File: src/hdl/soc_map_pkg.sv
`default_nettype none

package soc_map_pkg;

    // External RAM, decoded by the top nibble
    localparam logic [31:0] RAM_BASE   = 32'h4000_0000;
    localparam logic [31:0] RAM_MASK   = 32'h0FFF_FFFF;

    // Timer block, forwarded to iomem as well
    localparam logic [31:0] TIMER_BASE = 32'h3000_0000;
    localparam logic [31:0] TIMER_MASK = 32'h0000_00FF;

    // On-chip peripherals, 16 bytes each
    localparam logic [31:0] SPI_BASE   = 32'h2000_0000;
    localparam logic [31:0] SPI_MASK   = 32'h0000_000F;
    localparam logic [31:0] UART_BASE  = 32'h2000_0010;
    localparam logic [31:0] UART_MASK  = 32'h0000_000F;

    typedef enum logic [2:0] {
        REGION_NONE,
        REGION_RAM,
        REGION_TIMER,
        REGION_SPI,
        REGION_UART
    } region_e;

endpackage

`default_nettype wire

File: src/hdl/bus_pkg.sv
`default_nettype none

package bus_pkg;

    localparam int ADDR_W   = 32;
    localparam int DATA_W   = 32;
    localparam int STRB_W   = 4;
    localparam int OFFSET_W = 4;

    // Register offsets inside a peripheral
    localparam logic [OFFSET_W-1:0] REG_DATA   = 4'h0;
    localparam logic [OFFSET_W-1:0] REG_STATUS = 4'h4;

    // SPI clock, cycles per SCK half period
    localparam int SPI_HALF_PERIOD = 2;
    localparam int SPI_CNT_W       = $clog2(SPI_HALF_PERIOD + 1);
    localparam logic [SPI_CNT_W-1:0] SPI_CNT_MAX = SPI_CNT_W'(SPI_HALF_PERIOD - 1);

    // UART bit time in clock cycles
    localparam int UART_BIT_CYCLES = 8;
    localparam int UART_CNT_W      = $clog2(UART_BIT_CYCLES + 1);
    localparam logic [UART_CNT_W-1:0] UART_CNT_MAX  = UART_CNT_W'(UART_BIT_CYCLES - 1);
    localparam logic [UART_CNT_W-1:0] UART_CNT_HALF = UART_CNT_W'(UART_BIT_CYCLES / 2 - 1);

    typedef enum logic [1:0] {
        SPI_IDLE,
        SPI_SHIFT,
        SPI_DONE
    } spi_state_e;

    typedef enum logic [1:0] {
        TX_IDLE,
        TX_START,
        TX_DATA,
        TX_STOP
    } uart_tx_state_e;

    typedef enum logic [1:0] {
        RX_IDLE,
        RX_START,
        RX_DATA,
        RX_STOP
    } uart_rx_state_e;

endpackage

`default_nettype wire

File: src/hdl/periph_bus_if.sv
`default_nettype none

interface periph_bus_if
    import bus_pkg::*;
();

    // Request, held stable while valid is high
    logic                valid;
    logic                write;
    logic [OFFSET_W-1:0] offset;
    logic [DATA_W-1:0]   wdata;
    logic                ready;

    // Read data, one cycle after accept
    logic [DATA_W-1:0]   rdata;
    logic                rvalid;

    modport ctrl (
        output valid, write, offset, wdata,
        input  ready, rdata, rvalid
    );

    modport periph (
        input  valid, write, offset, wdata,
        output ready, rdata, rvalid
    );

endinterface

`default_nettype wire

File: src/hdl/bus_controller.sv
`default_nettype none

module bus_controller
    import bus_pkg::*;
    import soc_map_pkg::*;
(
    input  wire                clk,
    input  wire                resetn,

    input  wire                req_valid_i,
    input  wire                req_write_i,
    input  wire  [ADDR_W-1:0]  req_addr_i,
    input  wire  [DATA_W-1:0]  req_wdata_i,
    output logic               req_ready_o,
    output logic               rsp_valid_o,
    output logic [DATA_W-1:0]  rsp_data_o,

    output logic               iomem_valid_o,
    output logic [STRB_W-1:0]  iomem_wstrb_o,
    output logic [ADDR_W-1:0]  iomem_addr_o,
    output logic [DATA_W-1:0]  iomem_wdata_o,
    input  wire                iomem_ready_i,
    input  wire  [DATA_W-1:0]  iomem_rdata_i,

    periph_bus_if.ctrl         spi_bus,
    periph_bus_if.ctrl         uart_bus
);

    region_e             region;
    logic                target_ready;
    logic                mem_rd_pend;
    logic [DATA_W-1:0]   mem_rdata_q;

    always_comb begin
        if ((req_addr_i & ~RAM_MASK) == RAM_BASE) begin
            region = REGION_RAM;
        end else if ((req_addr_i & ~TIMER_MASK) == TIMER_BASE) begin
            region = REGION_TIMER;
        end else if ((req_addr_i & ~SPI_MASK) == SPI_BASE) begin
            region = REGION_SPI;
        end else if ((req_addr_i & ~UART_MASK) == UART_BASE) begin
            region = REGION_UART;
        end else begin
            region = REGION_NONE;
        end
    end

    // RAM and timer both live behind iomem
    assign iomem_valid_o = req_valid_i && (region == REGION_RAM || region == REGION_TIMER);
    assign iomem_wstrb_o = {STRB_W{req_write_i}};
    assign iomem_addr_o  = req_addr_i;
    assign iomem_wdata_o = req_wdata_i;

    assign spi_bus.valid  = req_valid_i && (region == REGION_SPI);
    assign spi_bus.write  = req_write_i;
    assign spi_bus.offset = req_addr_i[OFFSET_W-1:0];
    assign spi_bus.wdata  = req_wdata_i;

    assign uart_bus.valid  = req_valid_i && (region == REGION_UART);
    assign uart_bus.write  = req_write_i;
    assign uart_bus.offset = req_addr_i[OFFSET_W-1:0];
    assign uart_bus.wdata  = req_wdata_i;

    // Unmapped addresses never see ready
    always_comb begin
        case (region)
            REGION_RAM, REGION_TIMER: target_ready = iomem_ready_i;
            REGION_SPI:               target_ready = spi_bus.ready;
            REGION_UART:              target_ready = uart_bus.ready;
            default:                  target_ready = 1'b0;
        endcase
    end

    assign req_ready_o = req_valid_i && target_ready;

    always_ff @(posedge clk) begin
        if (!resetn) begin
            mem_rd_pend <= 1'b0;
        end else begin
            mem_rd_pend <= iomem_valid_o && iomem_ready_i && !req_write_i;
        end
    end

    always_ff @(posedge clk) begin
        if (iomem_valid_o && iomem_ready_i) begin
            mem_rdata_q <= iomem_rdata_i;
        end
    end

    // Memory first, then SPI, then UART
    assign rsp_valid_o = mem_rd_pend || spi_bus.rvalid || uart_bus.rvalid;

    always_comb begin
        if (mem_rd_pend) begin
            rsp_data_o = mem_rdata_q;
        end else if (spi_bus.rvalid) begin
            rsp_data_o = spi_bus.rdata;
        end else if (uart_bus.rvalid) begin
            rsp_data_o = uart_bus.rdata;
        end else begin
            rsp_data_o = '0;
        end
    end

    assert property (@(posedge clk) disable iff (!resetn)
        $onehot0({iomem_valid_o, spi_bus.valid, uart_bus.valid}));

    assert property (@(posedge clk) disable iff (!resetn)
        req_ready_o |-> req_valid_i);

endmodule

`default_nettype wire

File: src/hdl/spi_master.sv
`default_nettype none

module spi_master
    import bus_pkg::*;
(
    input  wire           clk,
    input  wire           resetn,
    periph_bus_if.periph  bus,
    output logic          spi_cs_o,
    output logic          spi_sck_o,
    output logic          spi_mosi_o,
    input  wire           spi_miso_i
);

    spi_state_e            state;
    logic [SPI_CNT_W-1:0]  half_cnt;
    logic [2:0]            bit_cnt;
    logic [7:0]            shreg;
    logic [7:0]            rx_data;
    logic                  miso_q;
    logic                  busy;
    logic                  start;
    logic                  edge_tick;

    assign busy      = (state != SPI_IDLE);
    assign bus.ready = !(bus.write && bus.offset == REG_DATA) || !busy;
    assign start     = bus.valid && bus.ready && bus.write && (bus.offset == REG_DATA);
    assign edge_tick = (half_cnt == SPI_CNT_MAX);

    // MSB first, shifted on the falling SCK edge
    assign spi_mosi_o = shreg[7];

    always_ff @(posedge clk) begin
        if (!resetn) begin
            state     <= SPI_IDLE;
            spi_cs_o  <= 1'b1;
            spi_sck_o <= 1'b0;
            half_cnt  <= '0;
            bit_cnt   <= '0;
        end else begin
            case (state)
                SPI_IDLE: begin
                    if (start) begin
                        state    <= SPI_SHIFT;
                        spi_cs_o <= 1'b0;
                        half_cnt <= '0;
                        bit_cnt  <= '0;
                    end
                end
                SPI_SHIFT: begin
                    half_cnt <= edge_tick ? '0 : half_cnt + 1'b1;
                    if (edge_tick) begin
                        spi_sck_o <= !spi_sck_o;
                        if (spi_sck_o) begin
                            bit_cnt <= bit_cnt + 3'd1;
                            if (bit_cnt == 3'd7) begin
                                state <= SPI_DONE;
                            end
                        end
                    end
                end
                SPI_DONE: begin
                    state    <= SPI_IDLE;
                    spi_cs_o <= 1'b1;
                end
                default: state <= SPI_IDLE;
            endcase
        end
    end

    // MISO caught on the rise, pushed in on the fall
    always_ff @(posedge clk) begin
        if (start) begin
            shreg <= bus.wdata[7:0];
        end else if (state == SPI_SHIFT && edge_tick) begin
            if (!spi_sck_o) begin
                miso_q <= spi_miso_i;
            end else begin
                shreg <= {shreg[6:0], miso_q};
            end
        end
        if (state == SPI_DONE) begin
            rx_data <= shreg;
        end
    end

    always_ff @(posedge clk) begin
        if (!resetn) begin
            bus.rvalid <= 1'b0;
        end else begin
            bus.rvalid <= bus.valid && bus.ready && !bus.write;
        end
    end

    always_ff @(posedge clk) begin
        if (bus.valid && !bus.write) begin
            case (bus.offset)
                REG_DATA:   bus.rdata <= {{(DATA_W-8){1'b0}}, rx_data};
                REG_STATUS: bus.rdata <= {{(DATA_W-1){1'b0}}, busy};
                default:    bus.rdata <= '0;
            endcase
        end
    end

    assert property (@(posedge clk) disable iff (!resetn)
        (state == SPI_IDLE) |-> spi_cs_o);

endmodule

`default_nettype wire

File: src/hdl/uart_port.sv
`default_nettype none

module uart_port
    import bus_pkg::*;
(
    input  wire           clk,
    input  wire           resetn,
    periph_bus_if.periph  bus,
    output logic          uart_tx_o,
    input  wire           uart_rx_i
);

    uart_tx_state_e         tx_state;
    uart_rx_state_e         rx_state;
    logic [UART_CNT_W-1:0]  tx_cnt;
    logic [UART_CNT_W-1:0]  rx_cnt;
    logic [2:0]             tx_bit;
    logic [2:0]             rx_bit;
    logic [7:0]             tx_data;
    logic [7:0]             rx_shift;
    logic [7:0]             rx_hold;
    logic                   rx_valid;
    logic                   rx_s1;
    logic                   rx_s2;
    logic                   tx_busy;
    logic                   tx_start;
    logic                   tx_tick;
    logic                   rx_tick;
    logic                   rx_done;
    logic                   rd_data;

    assign tx_busy   = (tx_state != TX_IDLE);
    assign bus.ready = !(bus.write && bus.offset == REG_DATA) || !tx_busy;
    assign tx_start  = bus.valid && bus.ready && bus.write && (bus.offset == REG_DATA);
    assign rd_data   = bus.valid && bus.ready && !bus.write && (bus.offset == REG_DATA);
    assign tx_tick   = (tx_cnt == UART_CNT_MAX);
    assign rx_tick   = (rx_cnt == UART_CNT_MAX);
    assign rx_done   = (rx_state == RX_STOP) && rx_tick && rx_s2;

    // 8N1 transmitter, LSB first
    always_ff @(posedge clk) begin
        if (!resetn) begin
            tx_state  <= TX_IDLE;
            uart_tx_o <= 1'b1;
            tx_cnt    <= '0;
            tx_bit    <= '0;
        end else begin
            if (tx_busy) begin
                tx_cnt <= tx_tick ? '0 : tx_cnt + 1'b1;
            end
            case (tx_state)
                TX_IDLE: begin
                    if (tx_start) begin
                        tx_state  <= TX_START;
                        uart_tx_o <= 1'b0;
                        tx_cnt    <= '0;
                        tx_bit    <= '0;
                    end
                end
                TX_START: begin
                    if (tx_tick) begin
                        tx_state  <= TX_DATA;
                        uart_tx_o <= tx_data[0];
                    end
                end
                TX_DATA: begin
                    if (tx_tick) begin
                        tx_bit <= tx_bit + 3'd1;
                        if (tx_bit == 3'd7) begin
                            tx_state  <= TX_STOP;
                            uart_tx_o <= 1'b1;
                        end else begin
                            uart_tx_o <= tx_data[tx_bit + 3'd1];
                        end
                    end
                end
                TX_STOP: begin
                    if (tx_tick) begin
                        tx_state <= TX_IDLE;
                    end
                end
                default: tx_state <= TX_IDLE;
            endcase
        end
    end

    always_ff @(posedge clk) begin
        if (tx_start) begin
            tx_data <= bus.wdata[7:0];
        end
    end

    // Receiver samples each bit in its middle
    always_ff @(posedge clk) begin
        if (!resetn) begin
            rx_s1    <= 1'b1;
            rx_s2    <= 1'b1;
            rx_state <= RX_IDLE;
            rx_cnt   <= '0;
            rx_bit   <= '0;
        end else begin
            rx_s1 <= uart_rx_i;
            rx_s2 <= rx_s1;
            case (rx_state)
                RX_IDLE: begin
                    if (!rx_s2) begin
                        rx_state <= RX_START;
                        rx_cnt   <= '0;
                    end
                end
                RX_START: begin
                    if (rx_cnt == UART_CNT_HALF) begin
                        rx_cnt   <= '0;
                        rx_bit   <= '0;
                        // Glitch shorter than half a bit
                        rx_state <= rx_s2 ? RX_IDLE : RX_DATA;
                    end else begin
                        rx_cnt <= rx_cnt + 1'b1;
                    end
                end
                RX_DATA: begin
                    rx_cnt <= rx_tick ? '0 : rx_cnt + 1'b1;
                    if (rx_tick) begin
                        rx_bit <= rx_bit + 3'd1;
                        if (rx_bit == 3'd7) begin
                            rx_state <= RX_STOP;
                        end
                    end
                end
                RX_STOP: begin
                    rx_cnt <= rx_tick ? '0 : rx_cnt + 1'b1;
                    if (rx_tick) begin
                        rx_state <= RX_IDLE;
                    end
                end
                default: rx_state <= RX_IDLE;
            endcase
        end
    end

    always_ff @(posedge clk) begin
        if (rx_state == RX_DATA && rx_tick) begin
            rx_shift <= {rx_s2, rx_shift[7:1]};
        end
        if (rx_done) begin
            rx_hold <= rx_shift;
        end
    end

    // New byte wins over a read in the same cycle
    always_ff @(posedge clk) begin
        if (!resetn) begin
            rx_valid <= 1'b0;
        end else if (rx_done) begin
            rx_valid <= 1'b1;
        end else if (rd_data) begin
            rx_valid <= 1'b0;
        end
    end

    always_ff @(posedge clk) begin
        if (!resetn) begin
            bus.rvalid <= 1'b0;
        end else begin
            bus.rvalid <= bus.valid && bus.ready && !bus.write;
        end
    end

    always_ff @(posedge clk) begin
        if (bus.valid && !bus.write) begin
            case (bus.offset)
                REG_DATA:   bus.rdata <= {{(DATA_W-8){1'b0}}, rx_hold};
                REG_STATUS: bus.rdata <= {{(DATA_W-2){1'b0}}, rx_valid, tx_busy};
                default:    bus.rdata <= '0;
            endcase
        end
    end

    assert property (@(posedge clk) disable iff (!resetn)
        (tx_state == TX_IDLE) |-> uart_tx_o);

endmodule

`default_nettype wire

File: src/hdl/io_subsystem.sv
`default_nettype none

module io_subsystem
    import bus_pkg::*;
(
    input  wire               clk,
    input  wire               resetn,

    input  wire               req_valid_i,
    input  wire               req_write_i,
    input  wire  [ADDR_W-1:0] req_addr_i,
    input  wire  [DATA_W-1:0] req_wdata_i,
    output wire               req_ready_o,
    output wire               rsp_valid_o,
    output wire  [DATA_W-1:0] rsp_data_o,

    output wire               iomem_valid_o,
    output wire  [STRB_W-1:0] iomem_wstrb_o,
    output wire  [ADDR_W-1:0] iomem_addr_o,
    output wire  [DATA_W-1:0] iomem_wdata_o,
    input  wire               iomem_ready_i,
    input  wire  [DATA_W-1:0] iomem_rdata_i,

    output wire               spi_cs_o,
    output wire               spi_sck_o,
    output wire               spi_mosi_o,
    input  wire               spi_miso_i,

    output wire               uart_tx_o,
    input  wire               uart_rx_i
);

    periph_bus_if spi_bus ();
    periph_bus_if uart_bus ();

    bus_controller u_bus_controller (
        .clk            ( clk ),
        .resetn         ( resetn ),
        .req_valid_i    ( req_valid_i ),
        .req_write_i    ( req_write_i ),
        .req_addr_i     ( req_addr_i ),
        .req_wdata_i    ( req_wdata_i ),
        .req_ready_o    ( req_ready_o ),
        .rsp_valid_o    ( rsp_valid_o ),
        .rsp_data_o     ( rsp_data_o ),
        .iomem_valid_o  ( iomem_valid_o ),
        .iomem_wstrb_o  ( iomem_wstrb_o ),
        .iomem_addr_o   ( iomem_addr_o ),
        .iomem_wdata_o  ( iomem_wdata_o ),
        .iomem_ready_i  ( iomem_ready_i ),
        .iomem_rdata_i  ( iomem_rdata_i ),
        .spi_bus        ( spi_bus.ctrl ),
        .uart_bus       ( uart_bus.ctrl )
    );

    spi_master u_spi_master (
        .clk            ( clk ),
        .resetn         ( resetn ),
        .bus            ( spi_bus.periph ),
        .spi_cs_o       ( spi_cs_o ),
        .spi_sck_o      ( spi_sck_o ),
        .spi_mosi_o     ( spi_mosi_o ),
        .spi_miso_i     ( spi_miso_i )
    );

    uart_port u_uart_port (
        .clk            ( clk ),
        .resetn         ( resetn ),
        .bus            ( uart_bus.periph ),
        .uart_tx_o      ( uart_tx_o ),
        .uart_rx_i      ( uart_rx_i )
    );

endmodule

`default_nettype wire

File: config.mk
export PLATFORM = sky130hd
export DESIGN_NAME = io_subsystem
export DESIGN_NICKNAME = d
export VERILOG_FILES = /design/src/hdl/soc_map_pkg.sv /design/src/hdl/bus_pkg.sv /design/src/hdl/periph_bus_if.sv /design/src/hdl/bus_controller.sv /design/src/hdl/spi_master.sv /design/src/hdl/uart_port.sv /design/src/hdl/io_subsystem.sv
export SDC_FILE = /design/constraint.sdc
export NUM_CORES = 1
export LEC_CHECK = 0
export ABC_AREA = 1
export BUFFER_PORTS_ARGS = -buffer_cell sky130_fd_sc_hd__buf_2
export CORE_AREA = 2 2 158 160
export CTS_BUF_LIST = sky130_fd_sc_hd__clkbuf_16
export CTS_CLUSTER_DIAMETER = 60
export DETAILED_ROUTE_END_ITERATION = 8
export DIE_AREA = 0 0 160 162
export GPL_TIMING_DRIVEN = 0
export SLEW_MARGIN = 20
export SYNTH_ARGS = -nofsm -noshare
export SYNTH_HDL_FRONTEND = slang
export SYNTH_HIERARCHICAL = 1
export SYNTH_SLANG_ARGS = --single-unit
File: constraint.sdc
create_clock -name clk -period 1.9 [get_ports clk]
set_clock_uncertainty 0.05 [all_clocks]
set_input_delay 0.19 -clock clk [delete_from_list [all_inputs] [get_ports clk]]
set_output_delay 0.19 -clock clk [all_outputs]
set_load 0.05 [all_outputs]
=== Word level (Yosys, flattened, before mapping) ===
Index checks and enable logic that the tools add are counted.

* RAM bits: 0
* Register bits after elaboration: 171
* Input port bits: 103
* Memories kept: 0
* Latch bits: 0
* Bits in read-only memories: 0
* Output and inout port bits: 107

* Muxes and demuxes: 63
* Divide/modulo/power cells: 0
* $lt $le $gt $ge: 1
* Shifts and indexed selects: 0
* Bitwise operators: 2
* Reductions and logical operators: 60
* $add $sub $neg: 6
* Equality and inequality tests: 38
* Multiply operators: 0

{| class="wikitable"
|+ Operators with widths
! operator !! count
|-
| two-way mux 32 bit || 3
|-
| equality test 28 x 26 -> 1 bit, second input constant || 2
|-
| two-way mux 2 bit || 17
|-
| two-way mux 3 bit || 11
|-
| case mux 8 bit (2 select lines) || 2
|-
| two-way mux 4 bit || 7
|-
| != test 2 x 1 -> 1 bit, second input constant || 13
|-
| equality test 24 x 22 -> 1 bit, second input constant || 1
|-
| two-way mux 8 bit || 3
|-
| logical AND 1 bit || 22
|-
| case mux 3 bit (2 select lines) || 3
|-
| nonzero test 2 bit || 9
|-
| equality test 4 x 3 -> 1 bit, second input constant || 4
|-
| case mux 2 bit (4 select lines) || 2
|-
| equality test 3 bit, second input constant || 4
|-
| case mux 4 bit (3 select lines) || 1
|-
| AND reduction 4 bit || 3
|-
| equality test 2 bit, second input constant || 5
|-
| AND reduction 5 bit || 2
|-
| adder 3 x 1 -> 3 bit, second input constant || 3
|-
| AND reduction 3 bit || 3
|-
| adder 4 x 1 -> 4 bit, second input constant || 2
|-
| equality test 2 x 1 -> 1 bit, second input constant || 4
|-
| two-way mux 1 bit || 8
|-
| other kinds (18) || 36
|}

=== Logic depth before layout (Yosys ltp) ===
* Word-level depth: 12
* Depth in mapped cells: 14

=== Hierarchy ===
Netlist, hierarchy kept.

{| class="wikitable"
|+ By module, submodules not included
! module !! times used !! seq. area each (um^2) !! cells each !! area each (um^2)
|-
| bus_controller || 1 || 980.9 || 350 || 2987.9
|-
| uart_port || 1 || 1421.4 || 258 || 2536.2
|-
| spi_master || 1 || 950.9 || 155 || 1619.1
|}

=== Worst setup path after synthesis ===
OpenSTA, ideal clock, no wires.

* Path kind: input port to flip-flop
* From: input req_addr_i[15]
* To: register u_bus_controller.mem_rdata_q[0], enable pin
* Setup slack: 106 ps
* Arrival: 1357 ps
* Stages on the path: 7
* Cells stage by stage: nor2_1 -> nand2_1 -> nor2_4 -> nand3_2 -> nand2_2 -> nand3_2 -> inv_1

* Word-level cells in the longest chain between the ends: 9
* Elaborated cells between the ends (all ways): 12
* Those cells by class: eq/ne: 5; mux: 4; reduce/logical: 3

{| class="wikitable"
|+ RTL lines
! item !! line !! RTL
|-
| start: declaration || io_subsystem.sv:11 || <nowiki>input wire [ADDR_W-1:0] req_addr_i,</nowiki>
|-
| equality test 28 x 26 -> 1 bit || bus_controller.sv:41 || <nowiki>end else if ((req_addr_i & ~UART_MASK) == UART_BASE) begin</nowiki>
|-
| two-way mux 3 bit || bus_controller.sv:41 ||
|-
| two-way mux 3 bit || bus_controller.sv:39 || <nowiki>end else if ((req_addr_i & ~SPI_MASK) == SPI_BASE) begin</nowiki>
|-
| two-way mux 3 bit * || bus_controller.sv:37 || <nowiki>end else if ((req_addr_i & ~TIMER_MASK) == TIMER_BASE) begin</nowiki>
|-
| two-way mux 3 bit * || bus_controller.sv:35 || <nowiki>if ((req_addr_i & ~RAM_MASK) == RAM_BASE) begin</nowiki>
|-
| equality test 3 x 1 -> 1 bit or equality test 3 x 2 -> 1 bit (tied branches) || bus_controller.sv:49 || <nowiki>assign iomem_valid_o = req_valid_i && (region == REGION_RAM || region == REGION_TIMER);</nowiki>
|-
| logical OR 1 bit * || bus_controller.sv:49 ||
|-
| logical AND 1 bit * || bus_controller.sv:49 ||
|-
| logical AND 1 bit * || bus_controller.sv:85 || <nowiki>if (iomem_valid_o && iomem_ready_i) begin</nowiki>
|-
| end signal: assignment || bus_controller.sv:86 || <nowiki>mem_rdata_q <= iomem_rdata_i;</nowiki>
|-
| end: declaration || bus_controller.sv:32 || <nowiki>logic [DATA_W-1:0] mem_rdata_q;</nowiki>
|}

Every way passes the cells marked *; elsewhere a longest branch is shown, timed or not.
A chain may end at the register's enable or synchronous reset.

=== Worst setup path in the final report ===
* From: register u_spi_master.bus.rvalid
* To: output rsp_data_o[7]

* Word-level cells in the longest chain between the ends: 2

{| class="wikitable"
|+ RTL lines
! item !! line !! RTL
|-
| start: declaration || periph_bus_if.sv:25 || <nowiki>output ready, rdata, rvalid</nowiki>
|-
| start signal: assignment || spi_master.sv:91 || <nowiki>bus.rvalid <= bus.valid && bus.ready && !bus.write;</nowiki>
|-
| two-way mux 32 bit || bus_controller.sv:96 || <nowiki>end else if (spi_bus.rvalid) begin</nowiki>
|-
| two-way mux 32 bit || bus_controller.sv:94 || <nowiki>if (mem_rd_pend) begin</nowiki>
|-
| end: declaration || io_subsystem.sv:15 || <nowiki>output wire [DATA_W-1:0] rsp_data_o,</nowiki>
|}

Every way passes these cells.

==> flow_summary.json <==
{
  "status": "complete, no violations",
  "dp_hpwl_um": 11700,
  "final_cells": 1338,
  "cts_buffer_depth": 2,
  "die_height_um": 162,
  "fin_crit_ns": 1.85,
  "ir_drop_mv": 0.432,
  "grt_pass1_wl_um": 24800,
  "cts_root_buf": "clkbuf_16",
  "std_cell_rows": 57,
  "drv_cap": 0,
  "critPathLaunchType": "flop",
  "grt_max_degree": 33,
  "gp_congestion": 0.797,
  "core_mm2": 0.0241,
  "avgSynthCellArea_um2": 9.49,
  "layout_commonest_cell": "buf_4",
  "pwr-share-comb_pct": 16.5,
  "cts_sinks": 123,
  "relSlewSlack_pct": 51.6,
  "cts_tree": "done",
  "timing.final.hold_violations": 0,
  "syn2layout_area_growth_pct": 39.9,
  "switching_share_pct": 27.5,
  "drc": 0,
  "routedWlPerCell_um": 11.7,
  "clkTransAtPathRegs_ns": 0.06,
  "htreeDepth": 4,
  "worstPathArrival_ns": 1.61,
  "final_cell_mix": "buf_4, buf_2, nand2_1",
  "finalSetupViolCount": 0,
  "port_buffers": 173,
  "power.leakage_nw": 4.24,
  "power_frac_seq_pct": 39.6,
  "pin_count": 210,
  "die_w_um": 160,
  "crit_fanout": 10,
  "max_freq_mhz": 542,
  "final_nets": 1116,
  "hold_depth": 3,
  "grt_pass1_vias": 5076,
  "insertion_delay_ns": 0.42,
  "cp.required_ns": 1.66,
  "drtAntennaViolNets": 0,
  "routed_wl_um": 15600,
  "cp-end-kind": "output pin",
  "finalCritPeriodShare_pct": 97.2,
  "via_count": 5371,
  "holdCritPathClass": "in2reg",
  "antenna_found_initial": 0,
  "syn_inst": 715,
  "ys_warn_count": 6,
  "worst_pin_slew_ns": 0.725,
  "r2r_slack_ns": 0.24,
  "first_pass_iters": 4,
  "maxSlewViolCount": 0,
  "dp_cells": 1258,
  "start_util_pct": 28.1,
  "drtIter0Drc": 224,
  "syn_area_mm2": 0.00678,
  "drive_above_1_share_pct": 42.0,
  "grt_overflow_total": 0,
  "grt_use_total_pct": 12.1,
  "rsz0062_at_grt": "true",
  "powerDensity_mw_per_mm2": 786,
  "fin_util_pct": 39.4,
  "diodes": 0,
  "clkPwrFrac_pct": 43.9,
  "p_switching_w": 0.00205,
  "internal_power_w": 0.00541,
  "crit_type": "reg2out",
  "dieArea_mm2": 0.0259,
  "via_per_inst": 4.01,
  "worstRegToRegCells": 5,
  "numCtsBuffers": 17
}
-- metrics by stage --
stage | setup TNS (ns) | hold slack (ns) | setup WS, ns | total power (W) | instance area (um^2)
after CTS | -0.0163 | 0.00913 | -0.0163 | 0.00751 | 9320
after floorplan | 0 | 0.239 | 0.106 | 0.00385 | 6960
after global routing | -0.101 | 0.0150 | -0.0392 | 0.00780 | 9490
after global placement | -22.26 | 0.317 | -0.426 | 0.00409 | 8230
after detailed placement | -9.15 | 0.319 | -0.333 | 0.00410 | 8230
final | 0 | 0.0269 | 0.0536 | 0.00746 | 9490
-- sequential cells by signal (all words and copies together) (netlist names), 2 cells and up, named ones only --
| register | cells |
|---|---|
| u_uart_port/tx_state | 2 |
| u_uart_port/rx_hold | 8 |
| u_spi_master/bit_cnt | 3 |
| u_spi_master/state | 2 |
| u_uart_port/tx_cnt | 4 |
| u_uart_port/rx_bit | 3 |
| u_uart_port/tx_data | 8 |
| u_spi_master/rx_data | 8 |
| u_uart_port/bus.rdata | 8 |
| u_uart_port/rx_shift | 8 |
| u_spi_master/half_cnt | 2 |
| u_uart_port/rx_cnt | 4 |
| u_spi_master/bus.rdata | 8 |
| u_uart_port/tx_bit | 3 |
| u_spi_master/shreg | 8 |
| u_bus_controller/mem_rdata_q | 32 |
-- power groups by stage --
stage | registers (W) | logic, W | clock network [W]
2_1_floorplan | 0.00302 | 0.000839 | 0
3_3_place_gp | 0.00300 | 0.00108 | 0
3_5_place_dp | 0.00301 | 0.00109 | 0
4_1_cts | 0.00295 | 0.00120 | 0.00336
5_1_grt | 0.00296 | 0.00134 | 0.00350
6_report | 0.00295 | 0.00123 | 0.00328
-- critical path, stage by stage, from the launching register on --
cell	delay, ns
dfxtp_1	0.31
buf_6	0.14
nor2_8	0.14
buf_8	0.15
a22oi_1	0.07
o21ai_1	0.19
buf_6	0.20
-- layout make-up --
class / count / area (um^2)
multi-input combinational: 419 / 2230
clock inverter: 15 / 174
timing repair buffer: 221 / 1460
inverter: 59 / 224
fill: 2423 / 14600
tap: 324 / 405
sequential: 123 / 3360
buffer: 160 / 1210
clock buffer: 17 / 425
-- timing repair --
item	CTS	global route
resized for setup	24	51
buffers inserted	1	4
setup endpoints to repair	29	46
cloned	0	1
endpoints found under the hold margin	47	0
hold buffers	42	0
pin swaps	2	4
-- path summary, 6_finish.rpt --
path                                 from                     end
setup / recovery  u_spi_master/bus.rvalid           rsp_data_o[7]
hold / removal             req_wdata_i[5]   u_spi_master/shreg[5]
setup reg to reg    u_uart_port/rx_cnt[0]  u_uart_port/rx_hold[2]
hold reg to reg         u_uart_port/rx_s1       u_uart_port/rx_s2
-- routing by layer --
layer	share of wire, %	wire length, um	track usage, %	vias up
li1	-	-	-	2775
met1	46	7120	14.7	2459
met2	49	7580	20.6	126
met3	4.7	740	3.60	11
met4	1.0	163	3.69	0
met5	0	0	0	-
No activity file was read; power rests on OpenSTA's default activity.
